===== config.mk =====
export PLATFORM = sky130hd
export DESIGN_NAME = dsp_backend
export DESIGN_NICKNAME = d
export VERILOG_FILES = /design/src/hw/dsp_types_pkg.sv /design/src/hw/dsp_cfg_pkg.sv /design/src/hw/code_history.sv /design/src/hw/dsp_backend.sv /design/src/hw/dsp_cfg_regs.sv /design/src/hw/ffe_slicer.sv /design/src/hw/mlsd_checker.sv
export VERILOG_INCLUDE_DIRS = /design/src /design/src/include
export SDC_FILE = /design/constraint.sdc
export NUM_CORES = 2
export LEC_CHECK = 0
export BUFFER_PORTS_ARGS = -buffer_cell sky130_fd_sc_hd__buf_2
export CORE_MARGIN = 8
export CORE_UTILIZATION = 60
export CTS_CLUSTER_SIZE = 28
export DETAILED_ROUTE_END_ITERATION = 16
export GPL_TIMING_DRIVEN = 1
export PLACE_DENSITY = 0.81
export SYNTH_ARGS = -nofsm -noshare
export SYNTH_HDL_FRONTEND = slang
export SYNTH_SLANG_ARGS = --single-unit

===== constraint.sdc =====
create_clock -name clk -period 18.25 [get_ports clk]
set_input_delay 4.5625 -clock clk [delete_from_list [all_inputs] [get_ports clk]]
set_output_delay 4.5625 -clock clk [all_outputs]
set_load 0.005 [all_outputs]

===== src/include/dsp_config.svh =====
`ifndef DSP_CONFIG_SVH
`define DSP_CONFIG_SVH

// lanes per clock.
`define CHANNEL_WIDTH 4

// datapath widths.
`define CODE_W 8
`define WEIGHT_W 8
`define ACC_W 18

// ffe taps and the width of its output shift.
`define FFE_LENGTH 3
`define SHIFT_W 3

// raw code delay in cycles after the sampling edge.
`define CODE_ALIGN_DEPTH 2

// wishbone word address and data.
`define CFG_ADDR_W 2
`define WB_DATA_W 32

`endif

===== src/hw/dsp_types_pkg.sv =====
`include "dsp_config.svh"

package dsp_types_pkg;

	// ******************************
	// datapath words
	// ******************************

	// raw adc code and saturated ffe output.
	typedef logic signed [`CODE_W-1:0] code_t;

	// ffe tap weight.
	typedef logic signed [`WEIGHT_W-1:0] weight_t;

	// channel estimate tap for the mlsd check.
	typedef logic signed [`WEIGHT_W-1:0] est_t;

	// sum of three code by weight products.
	typedef logic signed [`ACC_W-1:0] acc_t;

	// room for a code minus two estimate taps.
	localparam int ERR_W = `WEIGHT_W + 3;
	typedef logic signed [ERR_W-1:0] err_t;

	localparam int CODE_MAX = 2 ** (`CODE_W - 1) - 1;
	localparam int CODE_MIN = -(2 ** (`CODE_W - 1));

	// clamp a shifted accumulator into the code range.
	function automatic code_t sat_code(input acc_t v);
		if (v > CODE_MAX)
			return code_t'(CODE_MAX);
		else if (v < CODE_MIN)
			return code_t'(CODE_MIN);
		return code_t'(v);
	endfunction

endpackage


===== src/hw/dsp_cfg_pkg.sv =====
`include "dsp_config.svh"

package dsp_cfg_pkg;

	import dsp_types_pkg::*;

	// ******************************
	// register map
	// ******************************

	// word addresses, 2 and 3 are unmapped.
	typedef enum logic [`CFG_ADDR_W-1:0] {
		CFG_TAPS  = 0,
		CFG_SLICE = 1
	} cfg_addr_e;

	// ffe weights in the low three bytes, shift above them.
	typedef struct packed {
		logic [`WB_DATA_W-3*`WEIGHT_W-`SHIFT_W-1:0] rsvd;
		logic [`SHIFT_W-1:0]                        ffe_shift;
		weight_t                                    w2;
		weight_t                                    w1;
		weight_t                                    w0;
	} cfg_taps_t;

	// slicer threshold and the two channel estimate taps.
	typedef struct packed {
		logic [`WB_DATA_W-2*`WEIGHT_W-`CODE_W-1:0] rsvd;
		est_t                                      h1;
		est_t                                      h0;
		code_t                                     thresh;
	} cfg_slice_t;

	// one bus word, seen as raw data or as either register.
	typedef union packed {
		logic [`WB_DATA_W-1:0] raw;
		cfg_taps_t             taps;
		cfg_slice_t            slice;
	} cfg_word_u;

endpackage


===== src/hw/code_history.sv =====
`timescale 1ns/100ps
`include "dsp_config.svh"

module code_history (
	input  logic                 clk,
	input  logic                 rstb,
	input  dsp_types_pkg::code_t codes_i [`CHANNEL_WIDTH],
	output dsp_types_pkg::code_t aligned_o [`CHANNEL_WIDTH]
);
	import dsp_types_pkg::*;

	localparam int CW    = `CHANNEL_WIDTH;
	localparam int DEPTH = `CODE_ALIGN_DEPTH;

	// entry 0 is loaded on the sampling edge.
	code_t hist_q [DEPTH][CW];

	// ******************************
	// raw code delay line
	// ******************************

	always_ff @(posedge clk or negedge rstb) begin
		if (!rstb) begin
			for (int d = 0; d < DEPTH; d++) begin
				for (int l = 0; l < CW; l++)
					hist_q[d][l] <= '0;
			end
		end else begin
			hist_q[0] <= codes_i;
			for (int d = 1; d < DEPTH; d++)
				hist_q[d] <= hist_q[d-1];
		end
	end

	// the last stage lands with the slicer bits of the same word.
	always_ff @(posedge clk or negedge rstb) begin
		if (!rstb)
			aligned_o <= '{default: '0};
		else
			aligned_o <= hist_q[DEPTH-1];
	end

endmodule


===== src/hw/dsp_backend.sv =====
`timescale 1ns/100ps
`include "dsp_config.svh"

module dsp_backend (
	input  logic                   clk,
	input  logic                   rstb,
	input  dsp_types_pkg::code_t   codes_i [`CHANNEL_WIDTH],
	input  logic                   wb_cyc_i,
	input  logic                   wb_stb_i,
	input  logic                   wb_we_i,
	input  logic [`CFG_ADDR_W-1:0] wb_adr_i,
	input  logic [`WB_DATA_W-1:0]  wb_dat_i,
	output logic [`WB_DATA_W-1:0]  wb_dat_o,
	output logic                   wb_ack_o,
	output dsp_types_pkg::code_t   estimated_o [`CHANNEL_WIDTH],
	output logic                   checked_bits_o [`CHANNEL_WIDTH]
);
	import dsp_types_pkg::*;

	weight_t             weights [`FFE_LENGTH];
	logic [`SHIFT_W-1:0] ffe_shift;
	code_t               thresh;
	est_t                h0;
	est_t                h1;
	logic                bits [`CHANNEL_WIDTH];
	code_t               aligned [`CHANNEL_WIDTH];

	dsp_cfg_regs dsp_cfg_regs_i (
		.clk         (clk),
		.rstb        (rstb),
		.wb_cyc_i    (wb_cyc_i),
		.wb_stb_i    (wb_stb_i),
		.wb_we_i     (wb_we_i),
		.wb_adr_i    (wb_adr_i),
		.wb_dat_i    (wb_dat_i),
		.wb_dat_o    (wb_dat_o),
		.wb_ack_o    (wb_ack_o),
		.weights_o   (weights),
		.ffe_shift_o (ffe_shift),
		.thresh_o    (thresh),
		.h0_o        (h0),
		.h1_o        (h1)
	);

	// equalized path.
	ffe_slicer ffe_slicer_i (
		.clk         (clk),
		.rstb        (rstb),
		.codes_i     (codes_i),
		.weights_i   (weights),
		.ffe_shift_i (ffe_shift),
		.thresh_i    (thresh),
		.estimated_o (estimated_o),
		.bits_o      (bits)
	);

	// raw path.
	code_history code_history_i (
		.clk       (clk),
		.rstb      (rstb),
		.codes_i   (codes_i),
		.aligned_o (aligned)
	);

	mlsd_checker mlsd_checker_i (
		.clk            (clk),
		.rstb           (rstb),
		.bits_i         (bits),
		.codes_i        (aligned),
		.h0_i           (h0),
		.h1_i           (h1),
		.checked_bits_o (checked_bits_o)
	);

endmodule


===== src/hw/dsp_cfg_regs.sv =====
`timescale 1ns/100ps
`include "dsp_config.svh"

module dsp_cfg_regs (
	input  logic                   clk,
	input  logic                   rstb,
	input  logic                   wb_cyc_i,
	input  logic                   wb_stb_i,
	input  logic                   wb_we_i,
	input  logic [`CFG_ADDR_W-1:0] wb_adr_i,
	input  logic [`WB_DATA_W-1:0]  wb_dat_i,
	output logic [`WB_DATA_W-1:0]  wb_dat_o,
	output logic                   wb_ack_o,
	output dsp_types_pkg::weight_t weights_o [`FFE_LENGTH],
	output logic [`SHIFT_W-1:0]    ffe_shift_o,
	output dsp_types_pkg::code_t   thresh_o,
	output dsp_types_pkg::est_t    h0_o,
	output dsp_types_pkg::est_t    h1_o
);
	import dsp_cfg_pkg::*;

	cfg_word_u             taps_q;
	cfg_word_u             slice_q;
	cfg_addr_e             addr;
	logic                  req;
	logic [`WB_DATA_W-1:0] rd_data;

	// new request seen while ack is low.
	assign req  = wb_cyc_i & wb_stb_i & ~wb_ack_o;
	assign addr = cfg_addr_e'(wb_adr_i);

	always_comb begin
		case (addr)
			CFG_TAPS:  rd_data = taps_q.raw;
			CFG_SLICE: rd_data = slice_q.raw;
			default:   rd_data = '0;
		endcase
	end

	// ******************************
	// bus cycle and storage
	// ******************************

	always_ff @(posedge clk or negedge rstb) begin
		if (!rstb) begin
			wb_ack_o <= 1'b0;
			wb_dat_o <= '0;
			taps_q   <= '0;
			slice_q  <= '0;
		end else begin
			wb_ack_o <= req;
			if (req && wb_we_i) begin
				// full word writes, unmapped words drop the data.
				case (addr)
					CFG_TAPS:  taps_q.raw <= wb_dat_i;
					CFG_SLICE: slice_q.raw <= wb_dat_i;
					default: ;
				endcase
			end
			if (req && !wb_we_i)
				wb_dat_o <= rd_data;
		end
	end

	// fan out through the two register views.
	assign weights_o[0] = taps_q.taps.w0;
	assign weights_o[1] = taps_q.taps.w1;
	assign weights_o[2] = taps_q.taps.w2;
	assign ffe_shift_o  = taps_q.taps.ffe_shift;
	assign thresh_o     = slice_q.slice.thresh;
	assign h0_o         = slice_q.slice.h0;
	assign h1_o         = slice_q.slice.h1;

	// ******************************
	// protocol checks
	// ******************************

	// ack only answers a live strobe.
	ack_after_request: assert property (@(posedge clk) disable iff (!rstb)
		$rose(wb_ack_o) |-> $past(wb_cyc_i && wb_stb_i));

	// single cycle ack.
	ack_single_cycle: assert property (@(posedge clk) disable iff (!rstb)
		wb_ack_o |=> !wb_ack_o);

endmodule


===== src/hw/ffe_slicer.sv =====
`timescale 1ns/100ps
`include "dsp_config.svh"

module ffe_slicer (
	input  logic                   clk,
	input  logic                   rstb,
	input  dsp_types_pkg::code_t   codes_i [`CHANNEL_WIDTH],
	input  dsp_types_pkg::weight_t weights_i [`FFE_LENGTH],
	input  logic [`SHIFT_W-1:0]    ffe_shift_i,
	input  dsp_types_pkg::code_t   thresh_i,
	output dsp_types_pkg::code_t   estimated_o [`CHANNEL_WIDTH],
	output logic                   bits_o [`CHANNEL_WIDTH]
);
	import dsp_types_pkg::*;

	localparam int CW = `CHANNEL_WIDTH;

	code_t cur_q  [CW];
	code_t prev_q [CW];
	code_t span   [2*CW];
	acc_t  acc    [CW];

	// ******************************
	// input word and its predecessor
	// ******************************

	// symbols before reset count as zero.
	always_ff @(posedge clk or negedge rstb) begin
		if (!rstb) begin
			cur_q  <= '{default: '0};
			prev_q <= '{default: '0};
		end else begin
			cur_q  <= codes_i;
			prev_q <= cur_q;
		end
	end

	// two words side by side, oldest symbol at index 0.
	always_comb begin
		for (int l = 0; l < CW; l++) begin
			span[l]      = prev_q[l];
			span[CW + l] = cur_q[l];
		end
	end

	// ******************************
	// taps, all lanes in parallel
	// ******************************

	// lanes 0 and 1 reach into the previous word.
	always_comb begin
		for (int l = 0; l < CW; l++) begin
			acc[l] = '0;
			for (int k = 0; k < `FFE_LENGTH; k++)
				acc[l] += weights_i[k] * span[CW + l - k];
		end
	end

	// shift and clamp, then slice the registered value one edge later.
	always_ff @(posedge clk or negedge rstb) begin
		if (!rstb) begin
			estimated_o <= '{default: '0};
			bits_o      <= '{default: 1'b0};
		end else begin
			for (int l = 0; l < CW; l++) begin
				estimated_o[l] <= sat_code(acc[l] >>> ffe_shift_i);
				bits_o[l]      <= (estimated_o[l] > thresh_i);
			end
		end
	end

endmodule


===== src/hw/mlsd_checker.sv =====
`timescale 1ns/100ps
`include "dsp_config.svh"

module mlsd_checker (
	input  logic                 clk,
	input  logic                 rstb,
	input  logic                 bits_i [`CHANNEL_WIDTH],
	input  dsp_types_pkg::code_t codes_i [`CHANNEL_WIDTH],
	input  dsp_types_pkg::est_t  h0_i,
	input  dsp_types_pkg::est_t  h1_i,
	output logic                 checked_bits_o [`CHANNEL_WIDTH]
);
	import dsp_types_pkg::*;

	localparam int CW = `CHANNEL_WIDTH;

	logic prev_bit_q;
	logic prior  [CW];
	logic decide [CW];
	err_t h0_pos;
	err_t h0_neg;
	err_t h1_pos;
	err_t h1_neg;
	err_t isi    [CW];
	err_t dist0  [CW];
	err_t dist1  [CW];

	function automatic err_t abs_err(input err_t v);
		return (v < 0) ? -v : v;
	endfunction

	// ******************************
	// previous symbol per lane
	// ******************************

	// lane 0 takes the last lane of the word before.
	always_ff @(posedge clk or negedge rstb) begin
		if (!rstb)
			prev_bit_q <= 1'b0;
		else
			prev_bit_q <= bits_i[CW-1];
	end

	always_comb begin
		prior[0] = prev_bit_q;
		for (int l = 1; l < CW; l++)
			prior[l] = bits_i[l-1];
	end

	// ******************************
	// expected codes and decision
	// ******************************

	assign h0_pos = err_t'(h0_i);
	assign h0_neg = -h0_pos;
	assign h1_pos = err_t'(h1_i);
	assign h1_neg = -h1_pos;

	always_comb begin
		for (int l = 0; l < CW; l++) begin
			isi[l]   = prior[l] ? h1_pos : h1_neg;
			dist0[l] = abs_err(err_t'(codes_i[l]) - (isi[l] + h0_neg));
			dist1[l] = abs_err(err_t'(codes_i[l]) - (isi[l] + h0_pos));
			// a tie keeps the slicer decision.
			if (dist1[l] < dist0[l])
				decide[l] = 1'b1;
			else if (dist0[l] < dist1[l])
				decide[l] = 1'b0;
			else
				decide[l] = bits_i[l];
		end
	end

	always_ff @(posedge clk or negedge rstb) begin
		if (!rstb)
			checked_bits_o <= '{default: 1'b0};
		else
			checked_bits_o <= decide;
	end

	// zero estimates leave every symbol tied, so the slicer bit passes through.
	for (genvar g = 0; g < CW; g++) begin : g_zero_est
		zero_est_passes_bits: assert property (@(posedge clk) disable iff (!rstb)
			(h0_i == '0 && h1_i == '0) |=> checked_bits_o[g] == $past(bits_i[g]));
	end

endmodule


==> metrics list <==
- The run finished with clean final reports.
* Nature of the critical path startpoint: register
* Drt initial violations: 2555
* Placeable Area: 0.0869 mm²
* Gates resized, CTS repair: 0
* Required time of the critical path: 18.71 ns
* Total of buffers placed on input and output ports: around 140
* Share of the clock period used by the worst path: a little under half
* Drt wl/cell: 19.3 µm
- 140 I/O pins were placed.
- Ranked by total cell area, the synthesized netlist is headed by sky130_fd_sc_hd__fa_1 (31%), sky130_fd_sc_hd__ha_1 (14%), sky130_fd_sc_hd__dfrtp_1 (11%), sky130_fd_sc_hd__inv_1 (9.1%), sky130_fd_sc_hd__xnor2_1 (4.5%).
- The number of antenna violations at the first check in global routing came to 7.
- In this run the mean area of a mapped cell was around 8.9 µm².
- After detailed routing, the number of vias per cell comes to 5.73.
- Standard-cell row count: 108
* Ys flop type: sky130_fd_sc_hd__dfrtp_1
- Highest fanout seen on the critical path: 25
- Number of H-tree levels: 1
- Slew at the pin closest to its max-slew limit: about 1.2 ns
* Critical path type: register to register
- Clock edge transition at the registers on the reported setup and hold paths: 0.07 ns
- DP Wirelength: 113000 µm
- For this run, the post-layout net count is 7388.
- Most frequent cell after synthesis: sky130_fd_sc_hd__inv_1
- No sink is reached through more buffers than the 3 on the longest clock path.
* Max-cap viol count: 0
- Share of synthesized flip-flops with an asynchronous set or reset: 100%
* Number of enable flip-flop cells after synthesis: 0
- Worst hold path class: register to register
- Final routed wirelength across all metal layers: 137000 µm
- The netlist uses 100 different library cells.
* Beginning of the critical path: code_history_i.hist_q[48]$_DFF_PN0_
- The via count of the first global-routing pass came to 44084.
- Setup TNS: 0 ns
* Number of buffers inserted during clock tree synthesis: 26
- Number of nets with antenna violations after routing: 0
* Vias after detailed routing: 40756
- From synthesis to final layout, the design area changed by 4.74%.
- Max frequency: 118 MHz
- RSZ-0062 raised after global routing: no
* Post-route clock skew: roughly 0.031 ns
- The number of pins exceeding their max-slew limit in the final report is 0.
- Total global routing overflow: 0
- Most common library cells after synthesis: sky130_fd_sc_hd__inv_1 (1283), sky130_fd_sc_hd__fa_1 (804), sky130_fd_sc_hd__nand2_1 (624)
* Number of warning messages in the yosys log: 0
* Post-CTS setup repair buffer count: 0
- Setup violations remaining at the end of the flow were counted as 0.
- DRC errors left: 0
- The clock net in this run drives a total of 234 sinks.
- The cell that appears most often on the critical path is sky130_fd_sc_hd__fa_1.
* Worst EP arrival: 8.91 ns
* Fraction of layout cells with a size suffix above 1: 6.28%
* Time the final worst path needs with I/O delays and setup: 8.45 ns
- The floorplan step set the die width to 312 µm.
* CTS Hold Buffers Added: 0
* Slowest cell on the critical path: sky130_fd_sc_hd__dfrtp_1
* Pin count of the biggest net entering global routing: 100
* Start of the worst register-to-register path: code_history_i.hist_q[48]$_DFF_PN0_
* Fraction of the yosys area taken by sequential cells: 11.1%
* Die Area: a little under 0.1 mm²
* Nets in the synthesized netlist: 7382
- For the worst-skew pair, the clock arrives at the later sink with an insertion delay of 0.58 ns.
- For this configuration, the core starts out at a cell density of 60.6%.
- The startpoint identified for the worst hold timing path is code_history_i.hist_q[19]$_DFF_PN0_.
* Mapped Cells: between 5000 and 6000
- Height of the die: around 310 µm
- Cell type with the largest total area after synthesis: sky130_fd_sc_hd__fa_1
- Counting flops and latches in the post-synthesis netlist gives 234.
- With fillers left out, the area of the finished cells amounts to 0.0552 mm².
* Instance area after placement: between 0.05 and 0.06 mm²
- The synthesized netlist occupies a cell area of 0.0527 mm².
- For this run, the slowest stage of the critical path takes 1.09 ns.
- First drt pass iteration count: 6
- STA classifies the critical path endpoint as a register.
- The first global-routing pass estimated 227000 µm of wire.
- CTS placed an instance of sky130_fd_sc_hd__clkbuf_16 at the clock tree root.
- Placer Congestion: 0.939
- Clock tree from TritonCTS: built
* Fraction of synthesized cell area taken by the top area cell type: 30.6%
- The total count of hold-check failures in the final report was 0.
* Max transition margin: a little over a fifth
- Global routing used 28.6% of the available tracks.
-- cell families after synthesis --
kind of cell | Yosys count | synth area share [%]
fa+ha+maj | 1386 | 44.4
xor+xnor | 422 | 7.09
simple gates | 1415 | 13.1
flops | 234 | 11.1
buf+inv | 1493 | 10.9
compound gates | 818 | 10.1
mux | 157 | 3.35
-- sequential cells by signal, summed over array words and instances, names as in the netlist --
signal	count
ffe_slicer_i.bits_o	4
dsp_cfg_regs_i.taps_q	32
code_history_i.hist_q	64
ffe_slicer_i.estimated_o	32
mlsd_checker_i.checked_bits_o	4
code_history_i.aligned_o	32
mlsd_checker_i.prev_bit_q	1
dsp_cfg_regs_i.slice_q	32
dsp_cfg_regs_i.wb_ack_o	1
dsp_cfg_regs_i.wb_dat_o	32
-- cell usage in the layout (no fill, tap or decap), types with 27 or more instances in the layout --
| cell | Yosys | layout |
|---|---|---|
| sky130_fd_sc_hd__nand3_1 | 54 | 54 |
| sky130_fd_sc_hd__a21oi_1 | 192 | 192 |
| sky130_fd_sc_hd__fa_1 | 804 | 804 |
| sky130_fd_sc_hd__buf_2 | 10 | 138 |
| sky130_fd_sc_hd__a21o_1 | 83 | 83 |
| sky130_fd_sc_hd__o21a_1 | 47 | 47 |
| sky130_fd_sc_hd__and2_1 | 272 | 272 |
| sky130_fd_sc_hd__o21ai_0 | 201 | 201 |
| sky130_fd_sc_hd__a211oi_1 | 35 | 35 |
| sky130_fd_sc_hd__xnor2_1 | 269 | 269 |
| sky130_fd_sc_hd__nand2b_1 | 136 | 136 |
| sky130_fd_sc_hd__nor2_1 | 155 | 155 |
| sky130_fd_sc_hd__ha_1 | 582 | 582 |
| sky130_fd_sc_hd__dfrtp_1 | 234 | 232 |
| sky130_fd_sc_hd__nor2b_1 | 40 | 40 |
| sky130_fd_sc_hd__inv_1 | 1283 | 1282 |
| sky130_fd_sc_hd__o31ai_1 | 55 | 55 |
| sky130_fd_sc_hd__mux2_2 | 75 | 75 |
| sky130_fd_sc_hd__xor2_1 | 148 | 148 |
| sky130_fd_sc_hd__buf_4 | 1 | 47 |
| sky130_fd_sc_hd__nand2_1 | 624 | 624 |
| sky130_fd_sc_hd__mux2i_1 | 72 | 72 |
| sky130_fd_sc_hd__o21ai_1 | 28 | 28 |
| sky130_fd_sc_hd__clkbuf_16 | 0 | 27 |
-- critical path, delay by kind of cell, from the launching register on --
family                     cells  cell delay, ns
buffers and inverters          2            0.10
DFF                            1            1.09
and+or+nand+nor                4            0.61
muxes                          1            0.34
xor gates and xnor gates       1            0.17
adders and majority gates      7            3.27
AOI/OAI and AO/OA             10            2.78
-- worst paths after layout --
check | cells after the start | slack, ns | endpoint
setup / recovery | 25 | 9.80 | ffe_slicer_i.estimated_o[0]$_DFF_PN0_
hold / removal | 0 | 0.35 | code_history_i.aligned_o[19]$_DFF_PN0_
setup reg to reg | 25 | 9.80 | ffe_slicer_i.estimated_o[0]$_DFF_PN0_
hold reg to reg | 0 | 0.35 | code_history_i.aligned_o[19]$_DFF_PN0_
max in group asynchronous | 2 | 12.62 | code_history_i.hist_q[19]$_DFF_PN0_
min in group asynchronous | 1 | 4.04 | mlsd_checker_i.checked_bits_o[3]$_DFF_PN0_
-- through the flow --
step                      cells  utilization [%]  hold slack, ns  setup WS (ns)
after global placement     7058             62.4           0.332          10.12
after floorplan            5925                -           0.331          10.96
after CTS                  7106             63.5           0.349           9.91
final                      7111             63.5           0.348           9.80
after detailed placement   7058             62.4           0.335           9.95
after global routing       7106             63.5           0.358           9.36
-- cell type report --
class	count	area, µm²
Inverter	1285	4820
Fill cell	7026	31700
Sequential cell	234	5860
Tap cell	1155	1450
Multi-Input combinational cell	4198	41100
Timing Repair Buffer	186	1060
Clock buffer	32	724
Antenna cell	5	12.5
Clock inverter	16	173
-- layer usage --
layer	global-route usage (%)	vias to the layer above	wire length, µm
met5	0	-	18
li1	-	18519	-
met3	4.69	445	10400
met4	16.8	2	9740
met2	48.5	1588	65700
met1	34.2	20202	51300
Power is left out: the tool's default activity adds up to more than one toggle a clock period on the data nets, which glitch-free logic cannot reach.
